===== src/hdl/rv_decode_pkg.sv =====
package rv_decode_pkg;

    // data word and field widths.
    localparam int unsigned xlen  = 32;
    localparam int unsigned reg_w = 5;
    localparam int unsigned opc_w = 7;

    typedef logic [xlen-1:0]  instr_t;
    typedef logic [xlen-1:0]  word_t;
    typedef logic [reg_w-1:0] reg_idx_t;
    typedef logic [opc_w-1:0] opcode_t;

    // operation codes, numbered as the execute unit expects them.
    typedef enum logic [4:0] {
        op_add     = 5'd0,
        op_and     = 5'd1,
        op_or      = 5'd2,
        op_sll     = 5'd3,
        op_srl     = 5'd4,
        op_slt     = 5'd5,
        op_sltu    = 5'd6,
        op_sra     = 5'd7,
        op_sub     = 5'd8,
        op_xor     = 5'd9,
        op_beq     = 5'd10,
        op_bge     = 5'd11,
        op_bne     = 5'd12,
        op_bgeu    = 5'd13,
        op_lui     = 5'd14,
        op_auipc   = 5'd15,
        op_jal     = 5'd16,
        op_jalr    = 5'd17,
        op_lb      = 5'd18,
        op_lh      = 5'd19,
        op_lw      = 5'd20,
        op_lbu     = 5'd21,
        op_lhu     = 5'd22,
        op_sb      = 5'd23,
        op_sh      = 5'd24,
        op_sw      = 5'd25,
        op_blt     = 5'd26,
        op_bltu    = 5'd27,
        op_invalid = 5'd31
    } op_t;

    // instruction formats, which select register fields and immediate layout.
    typedef enum logic [2:0] {
        fmt_r     = 3'd0,
        fmt_i     = 3'd1,
        fmt_shift = 3'd2,
        fmt_s     = 3'd3,
        fmt_b     = 3'd4,
        fmt_u     = 3'd5,
        fmt_j     = 3'd6,
        fmt_none  = 3'd7
    } fmt_t;

    // major opcodes, instr[6:0].
    localparam opcode_t opc_lui    = 7'b0110111;
    localparam opcode_t opc_auipc  = 7'b0010111;
    localparam opcode_t opc_jal    = 7'b1101111;
    localparam opcode_t opc_jalr   = 7'b1100111;
    localparam opcode_t opc_branch = 7'b1100011;
    localparam opcode_t opc_load   = 7'b0000011;
    localparam opcode_t opc_store  = 7'b0100011;
    localparam opcode_t opc_op_imm = 7'b0010011;
    localparam opcode_t opc_op     = 7'b0110011;

endpackage


===== src/hdl/decode_stage.sv =====
`timescale 1ns/1ps

module decode_stage (
    input  logic                    clk,
    input  logic                    rst,
    input  logic                    in_valid,
    input  rv_decode_pkg::instr_t   instr,
    input  rv_decode_pkg::op_t      op_next,
    input  rv_decode_pkg::fmt_t     fmt,
    input  rv_decode_pkg::word_t    imm_next,
    output logic                    out_valid,
    output rv_decode_pkg::op_t      op,
    output rv_decode_pkg::reg_idx_t rs1,
    output rv_decode_pkg::reg_idx_t rs2,
    output rv_decode_pkg::reg_idx_t rd,
    output rv_decode_pkg::word_t    imm,
    output logic                    has_imm
);
    import rv_decode_pkg::*;

    logic     use_rs1;
    logic     use_rs2;
    logic     use_rd;
    logic     has_imm_next;
    reg_idx_t rs1_next;
    reg_idx_t rs2_next;
    reg_idx_t rd_next;

    // which fields each format reads or writes.
    assign use_rs1 = fmt inside {fmt_r, fmt_i, fmt_shift, fmt_s, fmt_b};
    assign use_rs2 = fmt inside {fmt_r, fmt_s, fmt_b};
    assign use_rd  = fmt inside {fmt_r, fmt_i, fmt_shift, fmt_u, fmt_j};

    assign has_imm_next = !(fmt inside {fmt_r, fmt_none});

    // unused fields read as zero.
    assign rs1_next = use_rs1 ? instr[19:15] : '0;
    assign rs2_next = use_rs2 ? instr[24:20] : '0;
    assign rd_next  = use_rd  ? instr[11:7]  : '0;

    always_ff @(posedge clk) begin
        if (!rst) begin
            out_valid <= 1'b0;
            op        <= op_invalid;
            rs1       <= '0;
            rs2       <= '0;
            rd        <= '0;
            imm       <= '0;
            has_imm   <= 1'b0;
        end else begin
            out_valid <= in_valid;
            // results hold while no instruction arrives.
            if (in_valid) begin
                op      <= op_next;
                rs1     <= rs1_next;
                rs2     <= rs2_next;
                rd      <= rd_next;
                imm     <= imm_next;
                has_imm <= has_imm_next;
            end
        end
    end

    a_valid_follow: assert property (
        @(posedge clk) disable iff (!rst) 1'b1 |=> out_valid == $past(in_valid)
    ) else $error("decode_stage: out_valid does not follow in_valid");

    // imm_gen must give zero wherever has_imm is low.
    a_no_imm_zero: assert property (
        @(posedge clk) disable iff (!rst) !has_imm |-> imm == '0
    ) else $error("decode_stage: nonzero imm without has_imm");

endmodule


===== src/hdl/imm_gen.sv =====
`timescale 1ns/1ps

module imm_gen (
    input  rv_decode_pkg::instr_t instr,
    input  rv_decode_pkg::fmt_t   fmt,
    output rv_decode_pkg::word_t  imm_next
);
    import rv_decode_pkg::*;

    logic sign;

    // every signed layout takes its sign from bit 31.
    assign sign = instr[31];

    always_comb begin
        case (fmt)
            fmt_i: begin
                imm_next = {{20{sign}}, instr[31:20]};
            end
            fmt_shift: begin
                // shamt, zero-extended.
                imm_next = {27'b0, instr[24:20]};
            end
            fmt_s: begin
                imm_next = {{20{sign}}, instr[31:25], instr[11:7]};
            end
            fmt_b: begin
                imm_next = {{19{sign}}, sign, instr[7], instr[30:25], instr[11:8], 1'b0};
            end
            fmt_u: begin
                imm_next = {instr[31:12], 12'b0};
            end
            fmt_j: begin
                imm_next = {{11{sign}}, sign, instr[19:12], instr[20], instr[30:21], 1'b0};
            end
            default: begin
                // r-type and invalid carry no immediate
                imm_next = '0;
            end
        endcase
    end

    // branch and jump targets are halfword aligned.
    a_align: assert final (!(fmt inside {fmt_b, fmt_j}) || imm_next[0] == 1'b0)
        else $error("imm_gen: odd offset for branch or jump");

endmodule


===== src/hdl/op_decode.sv =====
`timescale 1ns/1ps

module op_decode (
    input  rv_decode_pkg::instr_t instr,
    output rv_decode_pkg::op_t    op_next,
    output rv_decode_pkg::fmt_t   fmt
);
    import rv_decode_pkg::*;

    opcode_t    opcode;
    logic [2:0] funct3;
    logic       alt;

    assign opcode = instr[6:0];
    assign funct3 = instr[14:12];
    // bit 30 picks sub and sra.
    assign alt    = instr[30];

    always_comb begin
        op_next = op_invalid;
        fmt     = fmt_none;
        if (instr != '0) begin
            case (opcode)
                opc_lui: begin
                    op_next = op_lui;
                    fmt     = fmt_u;
                end
                opc_auipc: begin
                    op_next = op_auipc;
                    fmt     = fmt_u;
                end
                opc_jal: begin
                    op_next = op_jal;
                    fmt     = fmt_j;
                end
                opc_jalr: begin
                    if (funct3 == 3'b000) begin
                        op_next = op_jalr;
                        fmt     = fmt_i;
                    end
                end
                opc_branch: begin
                    fmt = fmt_b;
                    case (funct3)
                        3'b000:  op_next = op_beq;
                        3'b001:  op_next = op_bne;
                        3'b100:  op_next = op_blt;
                        3'b101:  op_next = op_bge;
                        3'b110:  op_next = op_bltu;
                        3'b111:  op_next = op_bgeu;
                        default: fmt = fmt_none;
                    endcase
                end
                opc_load: begin
                    fmt = fmt_i;
                    case (funct3)
                        3'b000:  op_next = op_lb;
                        3'b001:  op_next = op_lh;
                        3'b010:  op_next = op_lw;
                        3'b100:  op_next = op_lbu;
                        3'b101:  op_next = op_lhu;
                        default: fmt = fmt_none;
                    endcase
                end
                opc_store: begin
                    fmt = fmt_s;
                    case (funct3)
                        3'b000:  op_next = op_sb;
                        3'b001:  op_next = op_sh;
                        3'b010:  op_next = op_sw;
                        default: fmt = fmt_none;
                    endcase
                end
                opc_op_imm: begin
                    fmt = fmt_i;
                    case (funct3)
                        3'b000: op_next = op_add;
                        3'b010: op_next = op_slt;
                        3'b011: op_next = op_sltu;
                        3'b100: op_next = op_xor;
                        3'b110: op_next = op_or;
                        3'b111: op_next = op_and;
                        3'b001: begin
                            // slli has no bit 30 variant.
                            if (!alt) begin
                                op_next = op_sll;
                                fmt     = fmt_shift;
                            end else begin
                                fmt = fmt_none;
                            end
                        end
                        default: begin
                            op_next = alt ? op_sra : op_srl;
                            fmt     = fmt_shift;
                        end
                    endcase
                end
                opc_op: begin
                    fmt = fmt_r;
                    case (funct3)
                        3'b000: op_next = alt ? op_sub : op_add;
                        3'b001: op_next = op_sll;
                        3'b010: op_next = op_slt;
                        3'b011: op_next = op_sltu;
                        3'b100: op_next = op_xor;
                        3'b101: op_next = alt ? op_sra : op_srl;
                        3'b110: op_next = op_or;
                        default: op_next = op_and;
                    endcase
                    // only add and srl have an alternate form.
                    if (alt && funct3 != 3'b000 && funct3 != 3'b101) begin
                        op_next = op_invalid;
                        fmt     = fmt_none;
                    end
                end
                default: begin
                    op_next = op_invalid;
                    fmt     = fmt_none;
                end
            endcase
        end
    end

    // the register stage relies on fmt_none to zero an invalid result.
    a_fmt_none: assert final ((fmt == fmt_none) == (op_next == op_invalid))
        else $error("op_decode: fmt and op disagree on validity");

endmodule


===== src/hdl/rv_decoder.sv =====
`timescale 1ns/1ps

module rv_decoder (
    input  logic                    clk,
    input  logic                    rst,
    input  logic                    in_valid,
    input  rv_decode_pkg::instr_t   instr,
    output logic                    out_valid,
    output rv_decode_pkg::op_t      op,
    output rv_decode_pkg::reg_idx_t rs1,
    output rv_decode_pkg::reg_idx_t rs2,
    output rv_decode_pkg::reg_idx_t rd,
    output rv_decode_pkg::word_t    imm,
    output logic                    has_imm
);
    import rv_decode_pkg::*;

    op_t   op_next;
    fmt_t  fmt;
    word_t imm_next;

    // classify the word.
    op_decode u_op_decode (
        .instr   (instr),
        .op_next (op_next),
        .fmt     (fmt)
    );

    // immediate for the chosen format.
    imm_gen u_imm_gen (
        .instr    (instr),
        .fmt      (fmt),
        .imm_next (imm_next)
    );

    decode_stage u_decode_stage (
        .clk       (clk),
        .rst       (rst),
        .in_valid  (in_valid),
        .instr     (instr),
        .op_next   (op_next),
        .fmt       (fmt),
        .imm_next  (imm_next),
        .out_valid (out_valid),
        .op        (op),
        .rs1       (rs1),
        .rs2       (rs2),
        .rd        (rd),
        .imm       (imm),
        .has_imm   (has_imm)
    );

endmodule


===== config.mk =====
export PLATFORM = sky130hd
export DESIGN_NAME = rv_decoder
export DESIGN_NICKNAME = d
export VERILOG_FILES = /design/src/hdl/rv_decode_pkg.sv /design/src/hdl/decode_stage.sv /design/src/hdl/imm_gen.sv /design/src/hdl/op_decode.sv /design/src/hdl/rv_decoder.sv
export SDC_FILE = /design/constraint.sdc
export NUM_CORES = 1
export LEC_CHECK = 0
export ABC_AREA = 1
export BUFFER_PORTS_ARGS = -buffer_cell sky130_fd_sc_hd__buf_2
export CAP_MARGIN = 40
export CORE_MARGIN = 3
export CORE_UTILIZATION = 55
export CTS_BUF_LIST = sky130_fd_sc_hd__clkbuf_4 sky130_fd_sc_hd__clkbuf_8
export CTS_CLUSTER_DIAMETER = 100
export DETAILED_ROUTE_END_ITERATION = 7
export GPL_ROUTABILITY_DRIVEN = 0
export PLACE_DENSITY = 0.88
export SYNTH_ARGS = -nofsm -noshare
export SYNTH_HDL_FRONTEND = slang
export SYNTH_HIERARCHICAL = 1
export SYNTH_SLANG_ARGS = --single-unit
export TNS_END_PERCENT = 100

===== constraint.sdc =====
create_clock -name clk -period 4.9 [get_ports clk]
set_input_delay 0 -clock clk [delete_from_list [all_inputs] [get_ports clk]]
set_output_delay 0 -clock clk [all_outputs]
set_load 0.01 [all_outputs]

==> Word level (Yosys, flattened, before mapping) <==
Index checks and enable logic that the tools add are counted.
{ "word_totals": {"ff_bits": 54, "in_bits": 35, "out_inout_bits": 54, "elab_cells": 72} }
{ "op_classes": {"eq_ne": 24, "n_mux": 25, "n_reduce_logical": 16} }
{ "op_table": {"columns": ["operator", "count"], "rows": [
  ["32-bit one-hot mux with 6 select lines", 1],
  ["5-bit one-hot mux with 7 select lines", 2],
  ["5-bit one-hot mux with 9 select lines", 1],
  ["32-bit nonzero test", 1],
  ["5-bit 2-to-1 mux", 6],
  ["5-bit one-hot mux with 6 select lines", 1],
  ["3-bit equality test, second input constant", 8],
  ["3-bit one-hot mux with 8 select lines", 1],
  ["7-bit by 6-bit equality test with 1-bit output, second input constant", 3],
  ["7-bit equality test, second input constant", 3],
  ["4-bit one-hot mux with 5 select lines", 1],
  ["3-bit 2-to-1 mux", 6],
  ["7-bit by 5-bit equality test with 1-bit output, second input constant", 2],
  ["3-bit by 2-bit equality test with 1-bit output, second input constant", 4],
  ["4-bit one-hot mux with 3 select lines", 1],
  ["6-bit OR reduction", 2],
  ["5-bit nonzero test", 2],
  ["4-bit 2-to-1 mux", 2],
  ["7-bit by 2-bit equality test with 1-bit output, second input constant", 1],
  ["3-bit by 1-bit equality test with 1-bit output, second input constant", 2],
  ["3-bit logical NOT", 2],
  ["3-bit one-hot mux with 2 select lines", 1],
  ["3-bit nonzero test", 2],
  ["5-bit OR reduction", 1],
  ["other kinds (7)", 9]
]} }

==> Logic depth before layout (Yosys ltp) <==
{ "logic_depth": {"ltp_word": 9, "depth_mapped": 19, "mapped_depth_nobuf": 17} }

==> Modules after synthesis <==
Netlist, hierarchy kept.
{ "modules_own_cells": {"columns": ["mod", "instances", "cells_each", "area_each_um2", "seq_area_each_um2"], "rows": [
  ["decode_stage", 1, 245, 1921.8, 1081.0],
  ["op_decode", 1, 191, 870.8, 0.0],
  ["imm_gen", 1, 89, 494.2, 0.0]
]} }

==> Worst setup path after synthesis <==
No wires, ideal clock.
{ "synth_path": {"kind": "input to register", "from": "input instr[13]", "to": "register u_decode_stage.imm[20]", "setup_ns": 0.116, "arrival_ns": 1.578, "required_ns": 4.784, "setup_slack_ns": 3.206, "cell_stages": 17, "path_buffers": 3, "cell_sequence": "buf_4 -> inv_4 -> nand3_1 -> nand2_1 -> nor2_1 -> nand2_1 -> o21ai_2 -> nor2_4 -> nand2_1 -> buf_6 -> nor2_4 -> nor2_4 -> nand2_2 -> buf_6 -> o21ai_2 -> nor2_1 -> nor2_1"} }
{ "synth_via": {"elab_chain_len": 8, "elab_cells_between_ends": 32, "classes_between": "eq/ne: 14; mux: 9; reduce/logical: 9"} }
{ "synth_rtl": {"columns": ["item", "line", "text"], "rows": [
  ["from (decl)", "rv_decoder.sv:7", "input rv_decode_pkg::instr_t instr,"],
  ["branches (longest 5 deep; another with 3-bit one-hot mux with 8 select lines)", null, null],
  ["3-bit 2-to-1 mux (*)", "op_decode.sv:22", "if (instr != '0) begin"],
  ["via fmt[2]", "rv_decoder.sv:19", "fmt_t fmt;"],
  ["3-bit equality test (tied with other cells)", "imm_gen.sv:16", "case (fmt)"],
  ["32-bit one-hot mux with 6 select lines (*)", "imm_gen.sv:16", null],
  ["via imm_next[20]", "rv_decoder.sv:20", "word_t imm_next;"],
  ["to (signal assigned)", "decode_stage.sv:58", "imm <= imm_next;"],
  ["to (decl)", "decode_stage.sv:16", "output rv_decode_pkg::word_t imm,"]
]} }
Mark *: on every way through the listed nets, which the timed path passes.
A chain may end at the register's enable or synchronous reset.

==> Worst setup path in the final report <==
{ "layout_path": {"from": "input instr[3]", "to": "register u_decode_stage.imm[13]"} }
{ "layout_via": {"elab_chain_len": 6, "elab_cells_between_ends": 20, "classes_between": "eq/ne: 15; mux: 3; reduce/logical: 2"} }
{ "layout_rtl": {"columns": ["item", "line", "text"], "rows": [
  ["7-bit by 6-bit equality test with 1-bit output or 7-bit by 5-bit equality test with 1-bit output (tied branches)", "op_decode.sv:23", "case (opcode)"],
  ["2-bit OR reduction (no line)", null, null],
  ["3-bit one-hot mux with 8 select lines", "op_decode.sv:23", null],
  ["3-bit 2-to-1 mux (*)", "op_decode.sv:22", null],
  ["via fmt[2]", "rv_decoder.sv:19", null],
  ["3-bit equality test (tied with other cells)", "imm_gen.sv:16", null],
  ["32-bit one-hot mux with 6 select lines (*)", "imm_gen.sv:16", null],
  ["via imm_next[13]", "rv_decoder.sv:20", null]
]} }
Mark *: on every way through the listed nets, which the timed path passes. The rest lies on a longest branch.

==> summary.txt <==
worst hold path type: in2reg
peak supply drop: 0.154 mV
Reg2Reg Depth: 2
Die W: 83.3 um
Primary FF master, synth: dfxtp_1
hold endpoint: u_decode_stage/rs1[4]$_SDFFE_PN0P_
critical path class: in2reg
worst reg-to-reg setup slack: 4160 ps
IO Count: 89
DR pass1 iterations: 6
All-Layer GR Usage: 26.5%
Req. time, crit path: 5150 ps
hold depth: 3
TritonCTS buffer count: 5
Synth Area per Inst: 6.26 sq um
ANT cells: 0
Final Non-Filler Cells: 683
compound-gate portion of the synthesized area: 15.3%
NumNets Final: 647
Post-synth ARST share: 0%
DRC: 0
Mapped Cells: 525
final setup vio count: 0
DP Wirelength: 6800 um
area share of fa/ha/maj cells after synthesis: 0.609%
setup tns final: 0 ps
RSZ-0062 raised after global routing: no
unique cell type count in the Yosys netlist: 27
layout cell share with drive strength beyond 1: 24.7%
Initial Utilization: 58.3%
post-CTS setup buffer count: 0
period utilization: 46.1%
hold path startpoint: instr[19]
Fillers: 468
Starting DRT DRC Count: 447
Wirelength per Cell: 13.8 um
TritonCTS clock tree: yes
Post-synth EDFFs: 0
largest net degree at the start of global routing: 55
Worst Clk Skew: 0 ps
crit path capture type: flop
IO Port Bufs: 88
post-synthesis simple-gate area fraction: 41.2%
PD cells: 241 nW/um^2
slew of the pin with the lowest slew margin: 754 ps
Slowest Stage Delay on Critical Path: 420 ps
Placed Cells: 662
Post-Syn Area: 3290 sq um
clock slew at reported path FFs: 100 ps
largest family of logic cells by synthesized area: simple AND/OR/NAND/NOR gates
Pins Over Slew Limit: 0
CTS root buf: clkbuf_8
Die Ht: 83.3 um
final antenna-violating net count: 0
Seq cells post-synth: 54
die area: 6940 sq um
startpoint types: primary input
fin crit period: 2260 ps
Post-Route WL: 9460 um
GRT Residual Overflow: 0
Synth Warn #: 6
Hold Slack: 24.9 ps
global-route wire length before repair: 15500 um
clk buf depth: 2
RR Endpoint: u_decode_stage/imm[16]$_SDFFE_PN0P_
H-tree depth: 2
Core Box Area: 5640 sq um
CP cell instances: buf_2, nor2_1, nand2_1, nor2_1, nand2_1, o21ai_2, nor2_4, nand2_1, nand3_2, nand2_2, nand2_1, nand3_1, nor2_1, nor2_1
post-synthesis mux area share: 0%
Final Hold Fails: 0
initial antenna violation count: 0
Synth-to-Final Area Change: 18.5%
Net Count, Synth: 561
vias in the first global route: 3412
post_cts resized: 0
row count: 27
Clock Latency Late Sink: 300 ps
Worst R2R Start: u_decode_stage/imm[16]$_SDFFE_PN0P_
Pleak: 2.07 nW
critical path data arrival time: 2510 ps
DR vias: 3772
xor/xnor share of the synthesized area: 0%
achievable clock frequency: 443 MHz
vias per inst: 5.52
CP max stage cell: nand3_2
peak fanout along the critical path: 13
Rel. slew slack: 49.7%
Max Cap Viol: 0
register area share after synthesis: 32.9%
status: completed
Sink Count: 54
==> cell usage after synthesis, types with 2 or more instances <==
master / count / area (sq um)
dfxtp_1: 54 / 1080
o21ai_0: 50 / 250
o21ai_1: 7 / 35.0
nor2_1: 119 / 447
nand2_4: 2 / 22.5
a21oi_1: 18 / 90.1
nor2_2: 2 / 12.5
o21ai_2: 13 / 114
clkbuf_1: 5 / 18.8
clkbuf_2: 3 / 15.0
nand3_2: 5 / 50.1
inv_1: 25 / 93.8
nor2_4: 6 / 67.6
nand3_1: 37 / 185
buf_6: 6 / 67.6
inv_2: 17 / 63.8
buf_2: 5 / 25.0
nand2_2: 8 / 50.1
buf_4: 5 / 37.5
nand4_1: 3 / 18.8
nand2_1: 129 / 484
==> worst max-delay path: cells and delay by family <==
family / cells / cell delay (ps)
buf+inv: 1 / 120
simple gates: 12 / 2270
compound gates: 1 / 110
==> how the worst max path moves through the flow <==
| stage | from | endpoint | depth (start not counted) |
|---|---|---|---|
| after floorplan | instr[13] | u_decode_stage/imm[20]$_SDFFE_PN0P_ | 17 |
| after global placement | instr[13] | u_decode_stage/imm[14]$_SDFFE_PN0P_ | 15 |
| after detailed placement | instr[3] | u_decode_stage/imm[18]$_SDFFE_PN0P_ | 14 |
| after CTS | instr[13] | u_decode_stage/imm[13]$_SDFFE_PN0P_ | 15 |
| after global routing | instr[3] | u_decode_stage/imm[13]$_SDFFE_PN0P_ | 14 |
| final | instr[3] | u_decode_stage/imm[13]$_SDFFE_PN0P_ | 14 |
==> area by class of cell <==
class                   count  area (sq um)  area share [%]
clock buffers               5          68.8            1.77
clock inverters             2          13.8           0.353
inverters                  43           164            4.21
multi-input cells         404          1880            48.2
flip-flops and latches     54          1080            27.7
well taps                  72          90.1            2.31
repair buffers            103           601            15.4
==> metrics by stage <==
| step | setup WS, ps | power (mW) | utilization, % | area [sq um] |
|---|---|---|---|---|
| final | 2640 | 0.940 | 69.1 | 3900 |
| after global routing | 2420 | 0.987 | 69.1 | 3900 |
| after CTS | 2720 | 0.933 | 68.7 | 3880 |
| after detailed placement | 2420 | 0.689 | 65.1 | 3670 |
| after global placement | 2500 | 0.682 | 64.8 | 3650 |
| after floorplan | 3210 | 0.620 | - | 3290 |
==> what timing repair did <==
action | 4_1_cts | 5_1_grt
setup endpoints to repair | 0 | 0
hold buffers | 12 | 2
endpoints found under the hold margin | 12 | 2
==> flip-flops by register name (all words and copies together) (netlist names) <==
name	cells
u_decode_stage/rs2	5
u_decode_stage/has_imm	1
u_decode_stage/rd	5
u_decode_stage/rs1	5
u_decode_stage/out_valid	1
u_decode_stage/imm	32
u_decode_stage/op	5
==> cell families after synthesis <==
family,Yosys count
simple gates,313
flops,54
compound gates,90
fa+ha+maj,1
buf+inv,67
==> cell usage in the layout (no fill, tap or decap), drive strengths merged, types with 4 or more instances in the layout <==
cell type,Yosys,routed
clkbuf,8,5
dfxtp,54,54
inv,43,44
buf,16,89
nor2,127,127
nand3,42,42
a21oi,18,18
o21ai,70,70
nand4,4,4
nand2,139,139
dlygate4sd3,0,14
==> per-layer routing <==
metal	up-vias	track usage, %	part of all wire [%]
li1	1834	-	-
met1	1666	35.3	42
met2	241	42.9	46
met3	31	5.85	10
met4	0	8.17	2.1
met5	-	0	0
==> power breakdown <==
part           internal [mW]  leakage (nW)  switching (mW)
combinational         0.0767          1.58           0.140
sequential             0.465         0.446          0.0124
clock                 0.0991        0.0444           0.147
total                  0.641          2.07           0.299
(Power assumes the default switching activity.)
